## config.mk

```make
export PLATFORM = sky130hd
export DESIGN_NAME = VerticalStretch
export DESIGN_NICKNAME = d
export VERILOG_FILES = /design/src/ScalerPkg.sv /design/src/VerticalStretch.sv /design/src/BlendPipeline.sv /design/src/LineCache.sv /design/src/RowMapper.sv
export SDC_FILE = /design/constraint.sdc
export NUM_CORES = 2
export LEC_CHECK = 0
export ABC_AREA = 1
export BUFFER_PORTS_ARGS = -buffer_cell sky130_fd_sc_hd__clkbuf_2
export CORE_UTILIZATION = 55
export CTS_CLUSTER_SIZE = 12
export DETAILED_ROUTE_END_ITERATION = 7
export PLACE_DENSITY = 0.75
export SYNTH_ARGS = -nofsm -noshare
export SYNTH_HDL_FRONTEND = slang
export SYNTH_SLANG_ARGS = --single-unit
```

## constraint.sdc

```tcl
create_clock -name scalerClock -period 8.4 [get_ports scalerClock]
set_input_delay 0 -clock scalerClock [delete_from_list [all_inputs] [get_ports scalerClock]]
set_output_delay 0 -clock scalerClock [all_outputs]
set_load 0.005 [all_outputs]
```

## src/ScalerPkg.sv

```systemverilog
package ScalerPkg;

    // The shrink factor is a fixed-point value where BLEND_UNITY means 1.0
    localparam int SCALE_FRACTION_BITS = 6;
    localparam int SCALE_BITS = SCALE_FRACTION_BITS + 1;

    localparam int ROW_BITS = 11;
    localparam int ROW_COORD_BITS = ROW_BITS + SCALE_FRACTION_BITS;

    localparam int LINE_WIDTH_BITS = 6;
    localparam int LINE_WIDTH = 1 << LINE_WIDTH_BITS;

    // RGB 5-6-5 component widths
    localparam int RED_BITS = 5;
    localparam int GREEN_BITS = 6;
    localparam int BLUE_BITS = 5;
    localparam int COLOR_COMPONENT_BITS_MAX = 6;
    localparam int COLOR_WEIGHT_BITS = COLOR_COMPONENT_BITS_MAX + SCALE_FRACTION_BITS;

    localparam logic [SCALE_BITS-1:0] BLEND_UNITY = 1 << SCALE_FRACTION_BITS;

    typedef struct packed {
        logic [RED_BITS-1:0] red;
        logic [GREEN_BITS-1:0] green;
        logic [BLUE_BITS-1:0] blue;
    } pixel565;

    // Upstream coordinate of an output row, whole row plus blend fraction
    typedef struct packed {
        logic [ROW_BITS-1:0] whole;
        logic [SCALE_FRACTION_BITS-1:0] fraction;
    } rowCoord;

    // One output row to blend, naming the buffer slots that hold its source rows
    typedef struct packed {
        logic upperSlot;
        logic lowerSlot;
        logic [SCALE_FRACTION_BITS-1:0] fraction;
    } blendJob;

    typedef struct packed {
        pixel565 upperPixel;
        pixel565 lowerPixel;
    } columnPair;

endpackage
```

## src/VerticalStretch.sv

```systemverilog
module VerticalStretch (
    input logic scalerClock,
    input logic reset,
    input logic [ScalerPkg::SCALE_BITS-1:0] vShrinkFactor,
    input logic downstreamRowRequest,
    input logic [ScalerPkg::ROW_BITS-1:0] downstreamRow,
    output logic requestBusy,
    output logic upstreamRowRequest,
    output logic [ScalerPkg::ROW_BITS-1:0] upstreamRow,
    input logic upstreamPixelValid,
    input ScalerPkg::pixel565 upstreamPixel,
    output logic downstreamPixelValid,
    output ScalerPkg::pixel565 downstreamPixel,
    input logic downstreamFull
);

    logic fillStart;
    logic fillSlot;
    logic fillDone;
    logic blendIdle;
    logic jobFree;
    logic jobValid;
    ScalerPkg::blendJob job;
    logic [ScalerPkg::LINE_WIDTH_BITS-1:0] readColumn;
    logic upperSlot;
    logic lowerSlot;
    ScalerPkg::columnPair columns;

    // Maps output rows onto source rows and manages the two line buffers
    RowMapper mapper (
        .scalerClock(scalerClock),
        .reset(reset),
        .vShrinkFactor(vShrinkFactor),
        .downstreamRowRequest(downstreamRowRequest),
        .downstreamRow(downstreamRow),
        .requestBusy(requestBusy),
        .upstreamRowRequest(upstreamRowRequest),
        .upstreamRow(upstreamRow),
        .fillStart(fillStart),
        .fillSlot(fillSlot),
        .fillDone(fillDone),
        .blendIdle(blendIdle),
        .jobFree(jobFree),
        .jobValid(jobValid),
        .job(job)
    );

    LineCache cache (
        .scalerClock(scalerClock),
        .reset(reset),
        .fillStart(fillStart),
        .fillSlot(fillSlot),
        .fillDone(fillDone),
        .upstreamPixelValid(upstreamPixelValid),
        .upstreamPixel(upstreamPixel),
        .readColumn(readColumn),
        .upperSlot(upperSlot),
        .lowerSlot(lowerSlot),
        .columns(columns)
    );

    BlendPipeline blender (
        .scalerClock(scalerClock),
        .reset(reset),
        .jobValid(jobValid),
        .job(job),
        .jobFree(jobFree),
        .blendIdle(blendIdle),
        .readColumn(readColumn),
        .upperSlot(upperSlot),
        .lowerSlot(lowerSlot),
        .columns(columns),
        .downstreamFull(downstreamFull),
        .downstreamPixelValid(downstreamPixelValid),
        .downstreamPixel(downstreamPixel)
    );

endmodule

```

## src/BlendPipeline.sv

```systemverilog
module BlendPipeline (
    input logic scalerClock,
    input logic reset,
    input logic jobValid,
    input ScalerPkg::blendJob job,
    output logic jobFree,
    output logic blendIdle,
    output logic [ScalerPkg::LINE_WIDTH_BITS-1:0] readColumn,
    output logic upperSlot,
    output logic lowerSlot,
    input ScalerPkg::columnPair columns,
    input logic downstreamFull,
    output logic downstreamPixelValid,
    output ScalerPkg::pixel565 downstreamPixel
);

    typedef struct packed {
        logic [ScalerPkg::COLOR_WEIGHT_BITS-1:0] red;
        logic [ScalerPkg::COLOR_WEIGHT_BITS-1:0] green;
        logic [ScalerPkg::COLOR_WEIGHT_BITS-1:0] blue;
    } colorWeights;

    logic currentValid;
    logic heldValid;
    ScalerPkg::blendJob currentJob;
    ScalerPkg::blendJob heldJob;
    logic [ScalerPkg::LINE_WIDTH_BITS-1:0] columnCount;
    logic issue;
    logic lastIssue;
    logic promote;

    // Stage registers, named after the work done on their contents
    logic readValid;
    logic [ScalerPkg::LINE_WIDTH_BITS-1:0] issuedColumn;
    ScalerPkg::blendJob issuedJob;
    logic selectValid;
    ScalerPkg::columnPair selectPair;
    logic [ScalerPkg::SCALE_BITS-1:0] upperCoeff;
    logic [ScalerPkg::SCALE_BITS-1:0] lowerCoeff;
    logic [ScalerPkg::SCALE_BITS-1:0] upperCoeffNext;
    logic [ScalerPkg::SCALE_BITS-1:0] lowerCoeffNext;
    logic weightValid;
    colorWeights upperWeights;
    colorWeights lowerWeights;
    logic sumValid;

    function automatic colorWeights weighPixel(input ScalerPkg::pixel565 pixel,
                                               input logic [ScalerPkg::SCALE_BITS-1:0] coeff);
        colorWeights weights;
        logic [ScalerPkg::COLOR_WEIGHT_BITS-1:0] coeffWide;
        coeffWide = {{(ScalerPkg::COLOR_WEIGHT_BITS - ScalerPkg::SCALE_BITS){1'b0}}, coeff};
        weights.red = {{(ScalerPkg::COLOR_WEIGHT_BITS - ScalerPkg::RED_BITS){1'b0}},
                       pixel.red} * coeffWide;
        weights.green = {{(ScalerPkg::COLOR_WEIGHT_BITS - ScalerPkg::GREEN_BITS){1'b0}},
                         pixel.green} * coeffWide;
        weights.blue = {{(ScalerPkg::COLOR_WEIGHT_BITS - ScalerPkg::BLUE_BITS){1'b0}},
                        pixel.blue} * coeffWide;
        return weights;
    endfunction

    // Coefficients never sum past 1.0, so each total fits its weight width
    function automatic ScalerPkg::pixel565 blendPixel(input colorWeights upper,
                                                      input colorWeights lower);
        colorWeights total;
        ScalerPkg::pixel565 pixel;
        total.red = upper.red + lower.red;
        total.green = upper.green + lower.green;
        total.blue = upper.blue + lower.blue;
        pixel.red = total.red[ScalerPkg::SCALE_FRACTION_BITS +: ScalerPkg::RED_BITS];
        pixel.green = total.green[ScalerPkg::SCALE_FRACTION_BITS +: ScalerPkg::GREEN_BITS];
        pixel.blue = total.blue[ScalerPkg::SCALE_FRACTION_BITS +: ScalerPkg::BLUE_BITS];
        return pixel;
    endfunction

    assign issue = currentValid && !downstreamFull;
    assign lastIssue = issue && (columnCount == '1);
    assign promote = heldValid && (!currentValid || lastIssue);
    assign jobFree = !heldValid;
    assign blendIdle = !currentValid && !heldValid && !readValid;

    // While stalled the cache keeps re-reading the column already in flight
    assign readColumn = downstreamFull ? issuedColumn : columnCount;
    assign upperSlot = downstreamFull ? issuedJob.upperSlot : currentJob.upperSlot;
    assign lowerSlot = downstreamFull ? issuedJob.lowerSlot : currentJob.lowerSlot;

    assign downstreamPixelValid = sumValid && !downstreamFull;

    always_comb begin
        if (issuedJob.fraction == '0) begin
            upperCoeffNext = ScalerPkg::BLEND_UNITY;
            lowerCoeffNext = '0;
        end else begin
            upperCoeffNext = {1'b0, ~issuedJob.fraction};
            lowerCoeffNext = {1'b0, issuedJob.fraction};
        end
    end

    always_ff @(posedge scalerClock or posedge reset) begin
        if (reset) begin
            currentValid <= 1'b0;
            heldValid <= 1'b0;
            columnCount <= '0;
            readValid <= 1'b0;
            selectValid <= 1'b0;
            weightValid <= 1'b0;
            sumValid <= 1'b0;
        end else begin
            // The count wraps back to zero on the last column of every row
            if (issue) begin
                columnCount <= columnCount + {{(ScalerPkg::LINE_WIDTH_BITS-1){1'b0}}, 1'b1};
            end
            if (promote) begin
                currentValid <= 1'b1;
                heldValid <= 1'b0;
            end else if (lastIssue) begin
                currentValid <= 1'b0;
            end
            if (jobValid) begin
                heldValid <= 1'b1;
            end
            if (!downstreamFull) begin
                readValid <= issue;
                selectValid <= readValid;
                weightValid <= selectValid;
                sumValid <= weightValid;
            end
        end
    end

    always_ff @(posedge scalerClock) begin
        if (jobValid) begin
            heldJob <= job;
        end
        if (promote) begin
            currentJob <= heldJob;
        end
        if (!downstreamFull) begin
            if (issue) begin
                issuedColumn <= columnCount;
                issuedJob <= currentJob;
            end
            if (readValid) begin
                selectPair <= columns;
                upperCoeff <= upperCoeffNext;
                lowerCoeff <= lowerCoeffNext;
            end
            if (selectValid) begin
                upperWeights <= weighPixel(selectPair.upperPixel, upperCoeff);
                lowerWeights <= weighPixel(selectPair.lowerPixel, lowerCoeff);
            end
            if (weightValid) begin
                downstreamPixel <= blendPixel(upperWeights, lowerWeights);
            end
        end
    end

endmodule

```

## src/LineCache.sv

```systemverilog
module LineCache (
    input logic scalerClock,
    input logic reset,
    input logic fillStart,
    input logic fillSlot,
    output logic fillDone,
    input logic upstreamPixelValid,
    input ScalerPkg::pixel565 upstreamPixel,
    input logic [ScalerPkg::LINE_WIDTH_BITS-1:0] readColumn,
    input logic upperSlot,
    input logic lowerSlot,
    output ScalerPkg::columnPair columns
);

    // Two line buffers, indexed by slot and column
    ScalerPkg::pixel565 lineRam [2][ScalerPkg::LINE_WIDTH];

    logic activeSlot;
    logic [ScalerPkg::LINE_WIDTH_BITS-1:0] fillColumn;

    ScalerPkg::pixel565 slotData [2];
    logic upperSelect;
    logic lowerSelect;

    always_ff @(posedge scalerClock or posedge reset) begin
        if (reset) begin
            activeSlot <= 1'b0;
            fillColumn <= '0;
            fillDone <= 1'b0;
        end else begin
            // The counter wraps to zero after the last column of a row
            fillDone <= upstreamPixelValid && (fillColumn == '1);
            if (fillStart) begin
                activeSlot <= fillSlot;
                fillColumn <= '0;
            end else if (upstreamPixelValid) begin
                fillColumn <= fillColumn + {{(ScalerPkg::LINE_WIDTH_BITS-1){1'b0}}, 1'b1};
            end
        end
    end

    always_ff @(posedge scalerClock) begin
        if (upstreamPixelValid) begin
            lineRam[activeSlot][fillColumn] <= upstreamPixel;
        end

        // Both buffers are read every cycle, the slot selects pick the order afterwards
        for (int slot = 0; slot < 2; slot++) begin
            slotData[slot] <= lineRam[slot][readColumn];
        end
        upperSelect <= upperSlot;
        lowerSelect <= lowerSlot;
    end

    always_comb begin
        columns.upperPixel = slotData[upperSelect];
        columns.lowerPixel = slotData[lowerSelect];
    end

endmodule

```

## src/RowMapper.sv

```systemverilog
module RowMapper (
    input logic scalerClock,
    input logic reset,
    input logic [ScalerPkg::SCALE_BITS-1:0] vShrinkFactor,
    input logic downstreamRowRequest,
    input logic [ScalerPkg::ROW_BITS-1:0] downstreamRow,
    output logic requestBusy,
    output logic upstreamRowRequest,
    output logic [ScalerPkg::ROW_BITS-1:0] upstreamRow,
    output logic fillStart,
    output logic fillSlot,
    input logic fillDone,
    input logic blendIdle,
    input logic jobFree,
    output logic jobValid,
    output ScalerPkg::blendJob job
);

    typedef enum logic [1:0] {
        MAP_IDLE,
        MAP_CHECK,
        MAP_STORE,
        MAP_STALL
    } mapperState;

    mapperState state;
    logic [ScalerPkg::ROW_BITS-1:0] capturedRow;

    logic [ScalerPkg::ROW_COORD_BITS-1:0] rowExtended;
    logic [ScalerPkg::ROW_COORD_BITS-1:0] factorExtended;
    logic [ScalerPkg::ROW_COORD_BITS-1:0] halfFactor;
    logic [ScalerPkg::ROW_COORD_BITS-1:0] unityOffset;
    ScalerPkg::rowCoord coord;
    logic [ScalerPkg::ROW_BITS-1:0] upperRow;
    logic [ScalerPkg::ROW_BITS-1:0] lowerRow;

    // Buffer bookkeeping, one tag per line buffer
    logic [1:0][ScalerPkg::ROW_BITS-1:0] slotTag;
    logic [1:0] slotValid;
    logic [1:0] slotPending;
    logic slotOneOlder;

    logic upperSel;
    logic lowerSel;
    logic rowsTagged;
    logic rowsReady;
    logic upperNeedsFill;
    logic lowerNeedsFill;
    logic fillBusy;
    logic fillRequest;
    logic [ScalerPkg::ROW_BITS-1:0] fillRow;
    logic fillTarget;
    logic issueJob;
    logic [ScalerPkg::ROW_BITS-1:0] replaceTag;

    always_comb begin
        rowExtended = {{ScalerPkg::SCALE_FRACTION_BITS{1'b0}}, capturedRow};
        factorExtended = {{(ScalerPkg::ROW_COORD_BITS - ScalerPkg::SCALE_BITS){1'b0}},
                          vShrinkFactor};
        halfFactor = {{(ScalerPkg::ROW_COORD_BITS - ScalerPkg::SCALE_BITS + 1){1'b0}},
                      vShrinkFactor[ScalerPkg::SCALE_BITS-1:1]};
        // Factors of 1.0 and above sample half a source row earlier
        unityOffset = '0;
        if (vShrinkFactor[ScalerPkg::SCALE_BITS-1]) begin
            unityOffset[ScalerPkg::SCALE_FRACTION_BITS-1] = 1'b1;
        end
        coord = rowExtended * factorExtended + halfFactor - unityOffset;

        upperRow = coord.whole;
        if (coord.fraction == '0) begin
            lowerRow = coord.whole;
        end else begin
            lowerRow = coord.whole + {{(ScalerPkg::ROW_BITS-1){1'b0}}, 1'b1};
        end

        // Slot 0 wins when it matches, otherwise slot 1 is the only candidate
        upperSel = (slotTag[0] != upperRow);
        lowerSel = (slotTag[0] != lowerRow);
        rowsTagged = (slotTag[upperSel] == upperRow) && (slotTag[lowerSel] == lowerRow);
        rowsReady = rowsTagged && slotValid[upperSel] && slotValid[lowerSel];

        upperNeedsFill = rowsTagged && !slotValid[upperSel] && !slotPending[upperSel];
        lowerNeedsFill = rowsTagged && !slotValid[lowerSel] && !slotPending[lowerSel];
        fillBusy = |slotPending;

        // LineCache follows one fill at a time, so requests are serialized
        fillRequest = (state == MAP_STORE) && !fillBusy && (upperNeedsFill || lowerNeedsFill);
        fillRow = upperNeedsFill ? upperRow : lowerRow;
        fillTarget = upperNeedsFill ? upperSel : lowerSel;

        issueJob = ((state == MAP_CHECK) || (state == MAP_STORE)) && rowsReady && jobFree;

        // Keep the row that is still useful in the other slot
        replaceTag = (slotTag[!slotOneOlder] == upperRow) ? lowerRow : upperRow;
    end

    always_ff @(posedge scalerClock or posedge reset) begin
        if (reset) begin
            state <= MAP_IDLE;
            requestBusy <= 1'b0;
            upstreamRowRequest <= 1'b0;
            fillStart <= 1'b0;
            jobValid <= 1'b0;
            slotTag <= '1;
            slotValid <= '0;
            slotPending <= '0;
            slotOneOlder <= 1'b0;
        end else begin
            upstreamRowRequest <= 1'b0;
            fillStart <= 1'b0;
            jobValid <= 1'b0;

            if (fillDone) begin
                slotValid <= slotValid | slotPending;
                slotPending <= '0;
            end

            if (fillRequest) begin
                upstreamRowRequest <= 1'b1;
                fillStart <= 1'b1;
                slotPending[fillTarget] <= 1'b1;
            end

            if (issueJob) begin
                jobValid <= 1'b1;
                requestBusy <= 1'b0;
            end

            case (state)
                MAP_IDLE: begin
                    if (downstreamRowRequest) begin
                        requestBusy <= 1'b1;
                        state <= MAP_CHECK;
                    end
                end
                MAP_CHECK: begin
                    if (!rowsTagged) begin
                        state <= MAP_STALL;
                    end else if (issueJob) begin
                        state <= MAP_IDLE;
                    end else begin
                        state <= MAP_STORE;
                    end
                end
                MAP_STORE: begin
                    if (issueJob) begin
                        state <= MAP_IDLE;
                    end
                end
                MAP_STALL: begin
                    // Retagging is safe only once nothing reads or fills a buffer
                    if (blendIdle && !fillBusy) begin
                        slotTag[slotOneOlder] <= replaceTag;
                        slotValid[slotOneOlder] <= 1'b0;
                        slotOneOlder <= !slotOneOlder;
                        state <= MAP_CHECK;
                    end
                end
                default: begin
                    state <= MAP_IDLE;
                end
            endcase
        end
    end

    always_ff @(posedge scalerClock) begin
        if (state == MAP_IDLE && downstreamRowRequest) begin
            capturedRow <= downstreamRow;
        end
        if (fillRequest) begin
            upstreamRow <= fillRow;
            fillSlot <= fillTarget;
        end
        if (issueJob) begin
            job.upperSlot <= upperSel;
            job.lowerSlot <= lowerSel;
            job.fraction <= coord.fraction;
        end
    end

endmodule

```

# Word level (Yosys, flattened, before mapping)
# Memory sizes are Yosys's and may differ from the RTL's. A register that Yosys moved wholly into a read port is not among the register bits.
# Index checks and enable logic that the tools add are counted.
[op_classes] add_sub_neg=8 mul=7 div_mod_pow=0 n_lt_le_gt_ge=10 n_eq_ne=13 shifts=0 muxes=62 bitwise=8 reduce_logical=49
[op_table] operator="$mux W1024" count=1
[op_table] operator="$bmux W16 S6" count=2
[op_table] operator="$mux W11" count=10
[op_table] operator="$demux W16 S6" count=1
[op_table] operator="$mux W16" count=5
[op_table] operator="$mul A5 B7 Y11" count=4
[op_table] operator="$eq A11 B11 Y1" count=3
[op_table] operator="$mul A6 B7 Y12" count=2
[op_table] operator="$mux W1" count=24
[op_table] operator="$logic_and A1 B1 Y1" count=23
[op_table] operator="$add A11 B11 Y11" count=2
[op_table] operator="$bwmux W22" count=1
[op_table] operator="$ne A11 B11 Y1" count=2
[op_table] operator="$mux W2" count=10
[op_table] operator="$mux W6" count=3
[op_table] operator="$add A17 B6 Y17" count=1
[op_table] operator="$mul A11 B7 Y17" count=1
[op_table] operator="$sub A17 B6 Y17" count=1
[op_table] operator="$ge A7 B7 Y1 const B" count=2
[op_table] operator="$not A6 Y7" count=2
[op_table] operator="$add A12 B12 Y12" count=1
[op_table] operator="$add A6 B1 Y6 const B" count=2
[op_table] operator="$eq A6 B6 Y1 const B" count=2
[op_table] operator="$logic_not A6 Y1" count=2
[op_table] operator="other kinds (24)" count=50
[word_totals] regBits=213 latch_bits=0 ram_bits=2080 rom_bits=0 input_bits=39 out_inout_bits=30 memories=2
[mem_list] name="cache.lineRam" words=2 width=1024 rd=2 rd_clocked_by_memory_dff=0 write_ports=1 line="LineCache.sv:16" rtl="ScalerPkg::pixel565 lineRam [2][ScalerPkg::LINE_WIDTH];"
[mem_list] name="cache.slotData" words=2 width=16 rd=2 rd_clocked_by_memory_dff=2 write_ports=2 line="LineCache.sv:21" rtl="ScalerPkg::pixel565 slotData [2];"

# Longest topological paths before layout
[logic_depth] depth_word=19 ltp_mapped=43 depth_no_buf=41

# Hierarchy
# Synthesis repeated with hierarchy kept, for this count alone.
[unflattened] hier_cells=9790 area_unflattened_um2=105677.6
[modules_own_cells] module="LineCache" n_inst=1 cells_per_inst=7034 area_each_um2=84019.3 seq_area_each_um2=62379.8
[modules_own_cells] module="BlendPipeline" n_inst=1 cells_per_inst=1599 area_each_um2=13698.1 seq_area_each_um2=5074.9
[modules_own_cells] module="RowMapper" n_inst=1 cells_per_inst=1157 area_each_um2=7960.1 seq_area_each_um2=1759.2

# Least setup slack after synthesis
# OpenSTA, ideal clock, no wires.
[synth_path] path_type="register to register" start="register mapper.capturedRow[3] (netlist bit)" end="register mapper.fillSlot, enable pin" setup_ns=0.384 arrival_ns=6.045 required_time_ns=8.016 path_slack_ns=1.970 stages_incl_launch_ff=39 path_buffers=1 period_less_slack_ns=6.430 cell_sequence="edfxtp_1 > nand2_1 > fa_1 > inv_1 > ha_1 > fa_1 > inv_1 > fa_1 > inv_1 > ha_1 > inv_1 > fa_1 > inv_2 > nand2_1 > nand2_2 > nand3_1 > nand2_1 > ha_1 > (+3 left out) > nor2_4 > nand3_4 > nor2_4 > nand2_1 > nand2_1 > nand2_1 > nor2_4 > nand2_4 > buf_6 > nand2_2 > nand2_1 > nand2_1 > nand2_1 > inv_1 > nand2_1 > nor2_1 > nand2_1 > nor2_1"
[synth_via] elab_chain_len=14
[synth_lines] item="start, declared" line="RowMapper.sv:27" rtl="logic [ScalerPkg::ROW_BITS-1:0] capturedRow;"
[synth_lines] item="start signal, assigned" line="RowMapper.sv:168" rtl="capturedRow <= downstreamRow;"
[synth_lines] item="$mul A11 B7 Y17 *" line="RowMapper.sv:67" rtl="coord = rowExtended * factorExtended + halfFactor - unityOffset;"
[synth_lines] item="$add A17 B6 Y17 *" line="RowMapper.sv:67"
[synth_lines] item="$sub A17 B6 Y17 *" line="RowMapper.sv:67"
[synth_lines] item="$add A11 B1 Y11 or $logic_not A6 Y1 (tied branches)" line="RowMapper.sv:73, RowMapper.sv:70"
[synth_lines] item="$mux W11 *" line="RowMapper.sv:70" rtl="if (coord.fraction == '0) begin"
[synth_lines] item="$ne A11 B11 Y1 *" line="RowMapper.sv:78" rtl="lowerSel = (slotTag[0] != lowerRow);"
[synth_lines] item="net mapper.lowerSel" line="RowMapper.sv:44" rtl="logic lowerSel;"
[synth_lines] item="$mux W11 (not written as such) (2 in a row)" line="RowMapper.sv:79" rtl="rowsTagged = (slotTag[upperSel] == upperRow) && (slotTag[lowerSel] == lowerRow);"
[synth_lines] item="$eq A11 B11 Y1" line="RowMapper.sv:79"
[synth_lines] item="$logic_and A1 B1 Y1" line="RowMapper.sv:79"
[synth_lines] item="$logic_and A1 B1 Y1 (on tied branches) (2 in a row)" line="RowMapper.sv:82, RowMapper.sv:83"
[synth_lines] item="$logic_or A1 B1 Y1 *" line="RowMapper.sv:87" rtl="fillRequest = (state == MAP_STORE) && !fillBusy && (upperNeedsFill || lowerNeedsFill);"
[synth_lines] item="$logic_and A1 B1 Y1 *" line="RowMapper.sv:87"
[synth_lines] item="net mapper.fillRequest" line="RowMapper.sv:50" rtl="logic fillRequest;"
[synth_lines] item="end signal, assigned" line="RowMapper.sv:172" rtl="fillSlot <= fillTarget;"
[synth_lines] item="end, declared" line="RowMapper.sv:11" rtl="output logic fillSlot,"
# Mark *: on every way through the listed nets, which the timed path passes. The rest lies on a longest branch. The select of a mux whose other input is x is not followed.
# A chain may end at the register's enable or synchronous reset.

# Worst setup path in the final report
[layout_path] start="register mapper.capturedRow[3] (netlist bit)" end="register mapper.job[0] (netlist name)"
[layout_via] elab_chain_len=14
[layout_lines] item="$mul A11 B7 Y17 *" line="RowMapper.sv:67"
[layout_lines] item="$add A17 B6 Y17 *" line="RowMapper.sv:67"
[layout_lines] item="$sub A17 B6 Y17 *" line="RowMapper.sv:67"
[layout_lines] item="$add A11 B1 Y11 or $logic_not A6 Y1 (tied branches)" line="RowMapper.sv:73, RowMapper.sv:70"
[layout_lines] item="$mux W11" line="RowMapper.sv:70"
[layout_lines] item="$ne A11 B11 Y1" line="RowMapper.sv:78"
[layout_lines] item="$mux W11 (not written as such) (2 in a row)" line="RowMapper.sv:79"
[layout_lines] item="$eq A11 B11 Y1" line="RowMapper.sv:79"
[layout_lines] item="$logic_and A1 B1 Y1" line="RowMapper.sv:79"
[layout_lines] item="$logic_and A1 B1 Y1" line="RowMapper.sv:80" rtl="rowsReady = rowsTagged && slotValid[upperSel] && slotValid[lowerSel];"
[layout_lines] item="$logic_and A1 B1 Y1 *" line="RowMapper.sv:80"
[layout_lines] item="$logic_and A1 B1 Y1 * (2 in a row)" line="RowMapper.sv:91" rtl="issueJob = ((state == MAP_CHECK) || (state == MAP_STORE)) && rowsReady && jobFree;"
[layout_lines] item="net mapper.issueJob" line="RowMapper.sv:53" rtl="logic issueJob;"
# Marked as above.

==> flow_metrics.env <==
export IMPL_status="finished clean"
export IMPL_dp_hpwl_mm=157
export IMPL_tightest_slew_ps=1300
export IMPL_overflow=0
export IMPL_peakVddDrop_uv=396
export IMPL_most_common_layout_cells="edfxtp_1, nor2_1, o21ai_0"
export IMPL_start_kind="flip-flop"
export IMPL_grtUsageTotal=0.288
export IMPL_fp_dieH_microns=431
export IMPL_fill_cells=13600
export IMPL_final_common_cell="edfxtp_1"
export IMPL_cts_sinks=2324
export IMPL_grt_max_degree=189
export IMPL_fmax_mhz=144
export IMPL_crit_path_top_delay_cell="fa_1"
export IMPL_async_reset_ff_frac=0.0224
export IMPL_ys_warn_count=0
export IMPL_firstDrtPassIters=6
export IMPL_worstPathArrival_ps=7470
export IMPL_synthToLayoutAreaGrowth_pct=10.1
export IMPL_end_kind="flip-flop"
export IMPL_drtAntennaViolNets=0
export IMPL_clk_path_buf_depth=3
export IMPL_synth_top_area_share=0.665
export IMPL_crit_family="adder cells"
export IMPL_clkTransAtPathRegs_ps=60
export IMPL_finClkSkew_ps=45.7
export IMPL_post_route_period_util=0.827
export IMPL_die_x_microns=431
export IMPL_synthCells=8442
export IMPL_p_leak_nw=39.9
export IMPL_routedWlPerCell_microns=24.5
export IMPL_h_tree_depth=4
export IMPL_yosysSeqAreaShare=0.685
export IMPL_place_congestion=0.901
export IMPL_worstSetupPathType="reg2reg"
export IMPL_synth_seq_cells=2324
export IMPL_whs_ps=130
export IMPL_grt_pass1_wl_mm=403
export IMPL_routed_wl_mm=269
export IMPL_slew_headroom=0.129
export IMPL_synth_edff_count=2238
export IMPL_final_min_clock_period_ps=6950
export IMPL_crit_fanout=15
export IMPL_crit_buf_inv=8
export IMPL_drive_above_1_share=0.0804
export IMPL_io_buffers=68
export IMPL_start_util=0.557
export IMPL_synth_main_ff_cell="edfxtp_1"
export IMPL_yosysUniqueCellTypes=50
export IMPL_crit_required_ps=8930
export IMPL_reg2reg_slack_ps=1450
export IMPL_mappedNetlistArea_sq_mm=0.101
export IMPL_cp_common_cell="nand2_1"
export IMPL_setup_tns_final_ps=0
export IMPL_grt_setup_unrepaired="no"
export IMPL_antenna_found_initial=10
export IMPL_setup_viol=0
export IMPL_cts_resized=0
export IMPL_grt_util_met2=0.443
export IMPL_syn_num_nets=8818
export IMPL_grtUsageMet1=0.398
export IMPL_p_per_area_mw_per_mm2=352
export IMPL_yosysTopAreaCell="edfxtp_1"
export IMPL_pin_count=69
export IMPL_detail_route_iter0_violations=8984
export IMPL_viasPerCell=6.22
export IMPL_core_sq_mm=0.182
export IMPL_max_stage_delay_ps=550
export IMPL_top_usage_layer="met2"
export IMPL_power_mw=39.2
export IMPL_die_area_sq_mm=0.185
export IMPL_num_vias=68200
export IMPL_finalMaxSlewViolations=0
export IMPL_cts_root_buffer="clkbuf_16"
export IMPL_drv_cap=0
export IMPL_grt_pass1_vias=65600
export IMPL_synth_avg_cell_area_sq_um=12.0
export IMPL_min_path_type="in2reg"
export IMPL_drc=0
export IMPL_layout_nets=8844
export IMPL_synth_area_top_cells="edfxtp_1, o21ai_0, nor2_1, o22ai_1, nand2_1"
export IMPL_clk_latency_ps=880
export IMPL_num_rows=156
export IMPL_numCtsBuffers=224
export IMPL_hold_violations=0
export IMPL_cts_tree="built"
export IMPL_gr_usage_met3=0.0553
==> per-stage QoR <==
step	std cells	utilization	instance area, sq um	worst slack, ps
after floorplan	8442	-	101000	1970
after global placement	10600	0.575	104000	1530
after detailed placement	10600	0.575	104000	1450
after CTS	11000	0.613	111000	1470
after global routing	11000	0.613	111000	871
final	11000	0.613	111000	1450
==> kinds of logic (layout without fill, tap and decap cells) <==
kind of cell,count (synthesis),count (layout),share of synthesized area
fa+ha+maj,337,337,0.0524
flops,2324,2324,0.685
compound gates,2123,2123,0.117
simple gates,2537,2537,0.0995
buf+inv,1035,1177,0.0386
other cells,0,2,0
xor+xnor,86,86,0.00745
==> routing by layer <==
metal / vias up / wire (microns) / part of all wire
met2: 4195 / 122000 / 0.46
met5: - / 16 / 0.000060
li1: 30200 / - / -
met1: 33200 / 103000 / 0.38
met4: 4 / 13300 / 0.049
met3: 639 / 30400 / 0.11
==> state kept, by name, indices dropped and copies added, names as in the netlist, 6 cells and up <==
signal and count:
cache.lineRam 2048, blender.lowerWeights 34, blender.upperWeights 34, blender.selectPair 32
cache.slotData 32, mapper.slotTag 22, blender.downstreamPixel 16, mapper.capturedRow 11
mapper.upstreamRow 11, blender.currentJob 8, blender.heldJob 8, blender.issuedJob 8
mapper.job 8, blender.upperCoeff 7, blender.columnCount 6, blender.issuedColumn 6
blender.lowerCoeff 6, cache.fillColumn 6
==> path summary, 6_finish.rpt <==
path / startpoint / endpoint / cells past startpoint
worst min-delay path: upstreamPixel[10] / cache.lineRam[1][602] / 2
min in group asynchronous: reset / blender.weightValid / 5
worst max register to register: mapper.capturedRow[3] / mapper.job[0] / 34
worst min register to register: mapper.job[0] / blender.heldJob[0] / 0
max in group asynchronous: reset / cache.activeSlot / 5
worst max-delay path: mapper.capturedRow[3] / mapper.job[0] / 34
==> repair_timing <==
action | in CTS | in global routing
buffers inserted | 0 | 0
hold endpoints to repair | 907 | 0
hold buffers | 45 | 0
==> worst reg2reg max path: cells and delay by family, from the launching register on <==
kind,cells,cell delay (ps)
flip-flops,1,470
adder cells (fa/ha/maj),7,2750
buffers and inverters,8,840
AO/OA/AOI/OAI,1,380
AND/OR/NAND/NOR,18,2180
==> power by group <==
group / switching (mW) / internal, mW / total, mW
Combinational: 11.5 / 4.71 / 16.2
Clock: 4.16 / 4.94 / 9.10
Sequential: 0.335 / 13.5 / 13.9
==> cell usage after synthesis (all sizes together), types with 3 or more instances <==
library cell,count
edfxtp,2238
nor2,1495
o21ai,1390
nand2,798
inv,517
o22ai,511
clkbuf,487
ha,194
nand3,184
fa,143
o221ai,124
a21oi,76
xor2,64
nor3,39
dfxtp,34
dfrtp,30
buf,29
dfstp,22
xnor2,22
nand4,11
or2,7
o21bai,6
a31o,3
nor4,3
==> layout make-up <==
type / instances / area (sq um) / area share
Antenna cell: 2 / 5.00 / 0.0000450
Clock buffer: 301 / 5980 / 0.0538
Clock inverter: 41 / 389 / 0.00350
Inverter: 519 / 1970 / 0.0177
Multi-Input combinational cell: 5083 / 28200 / 0.254
Sequential cell: 2324 / 69200 / 0.622
Tap cell: 2370 / 2970 / 0.0267
Timing Repair Buffer: 316 / 2490 / 0.0224
Power figures use the tool's default switching activity.
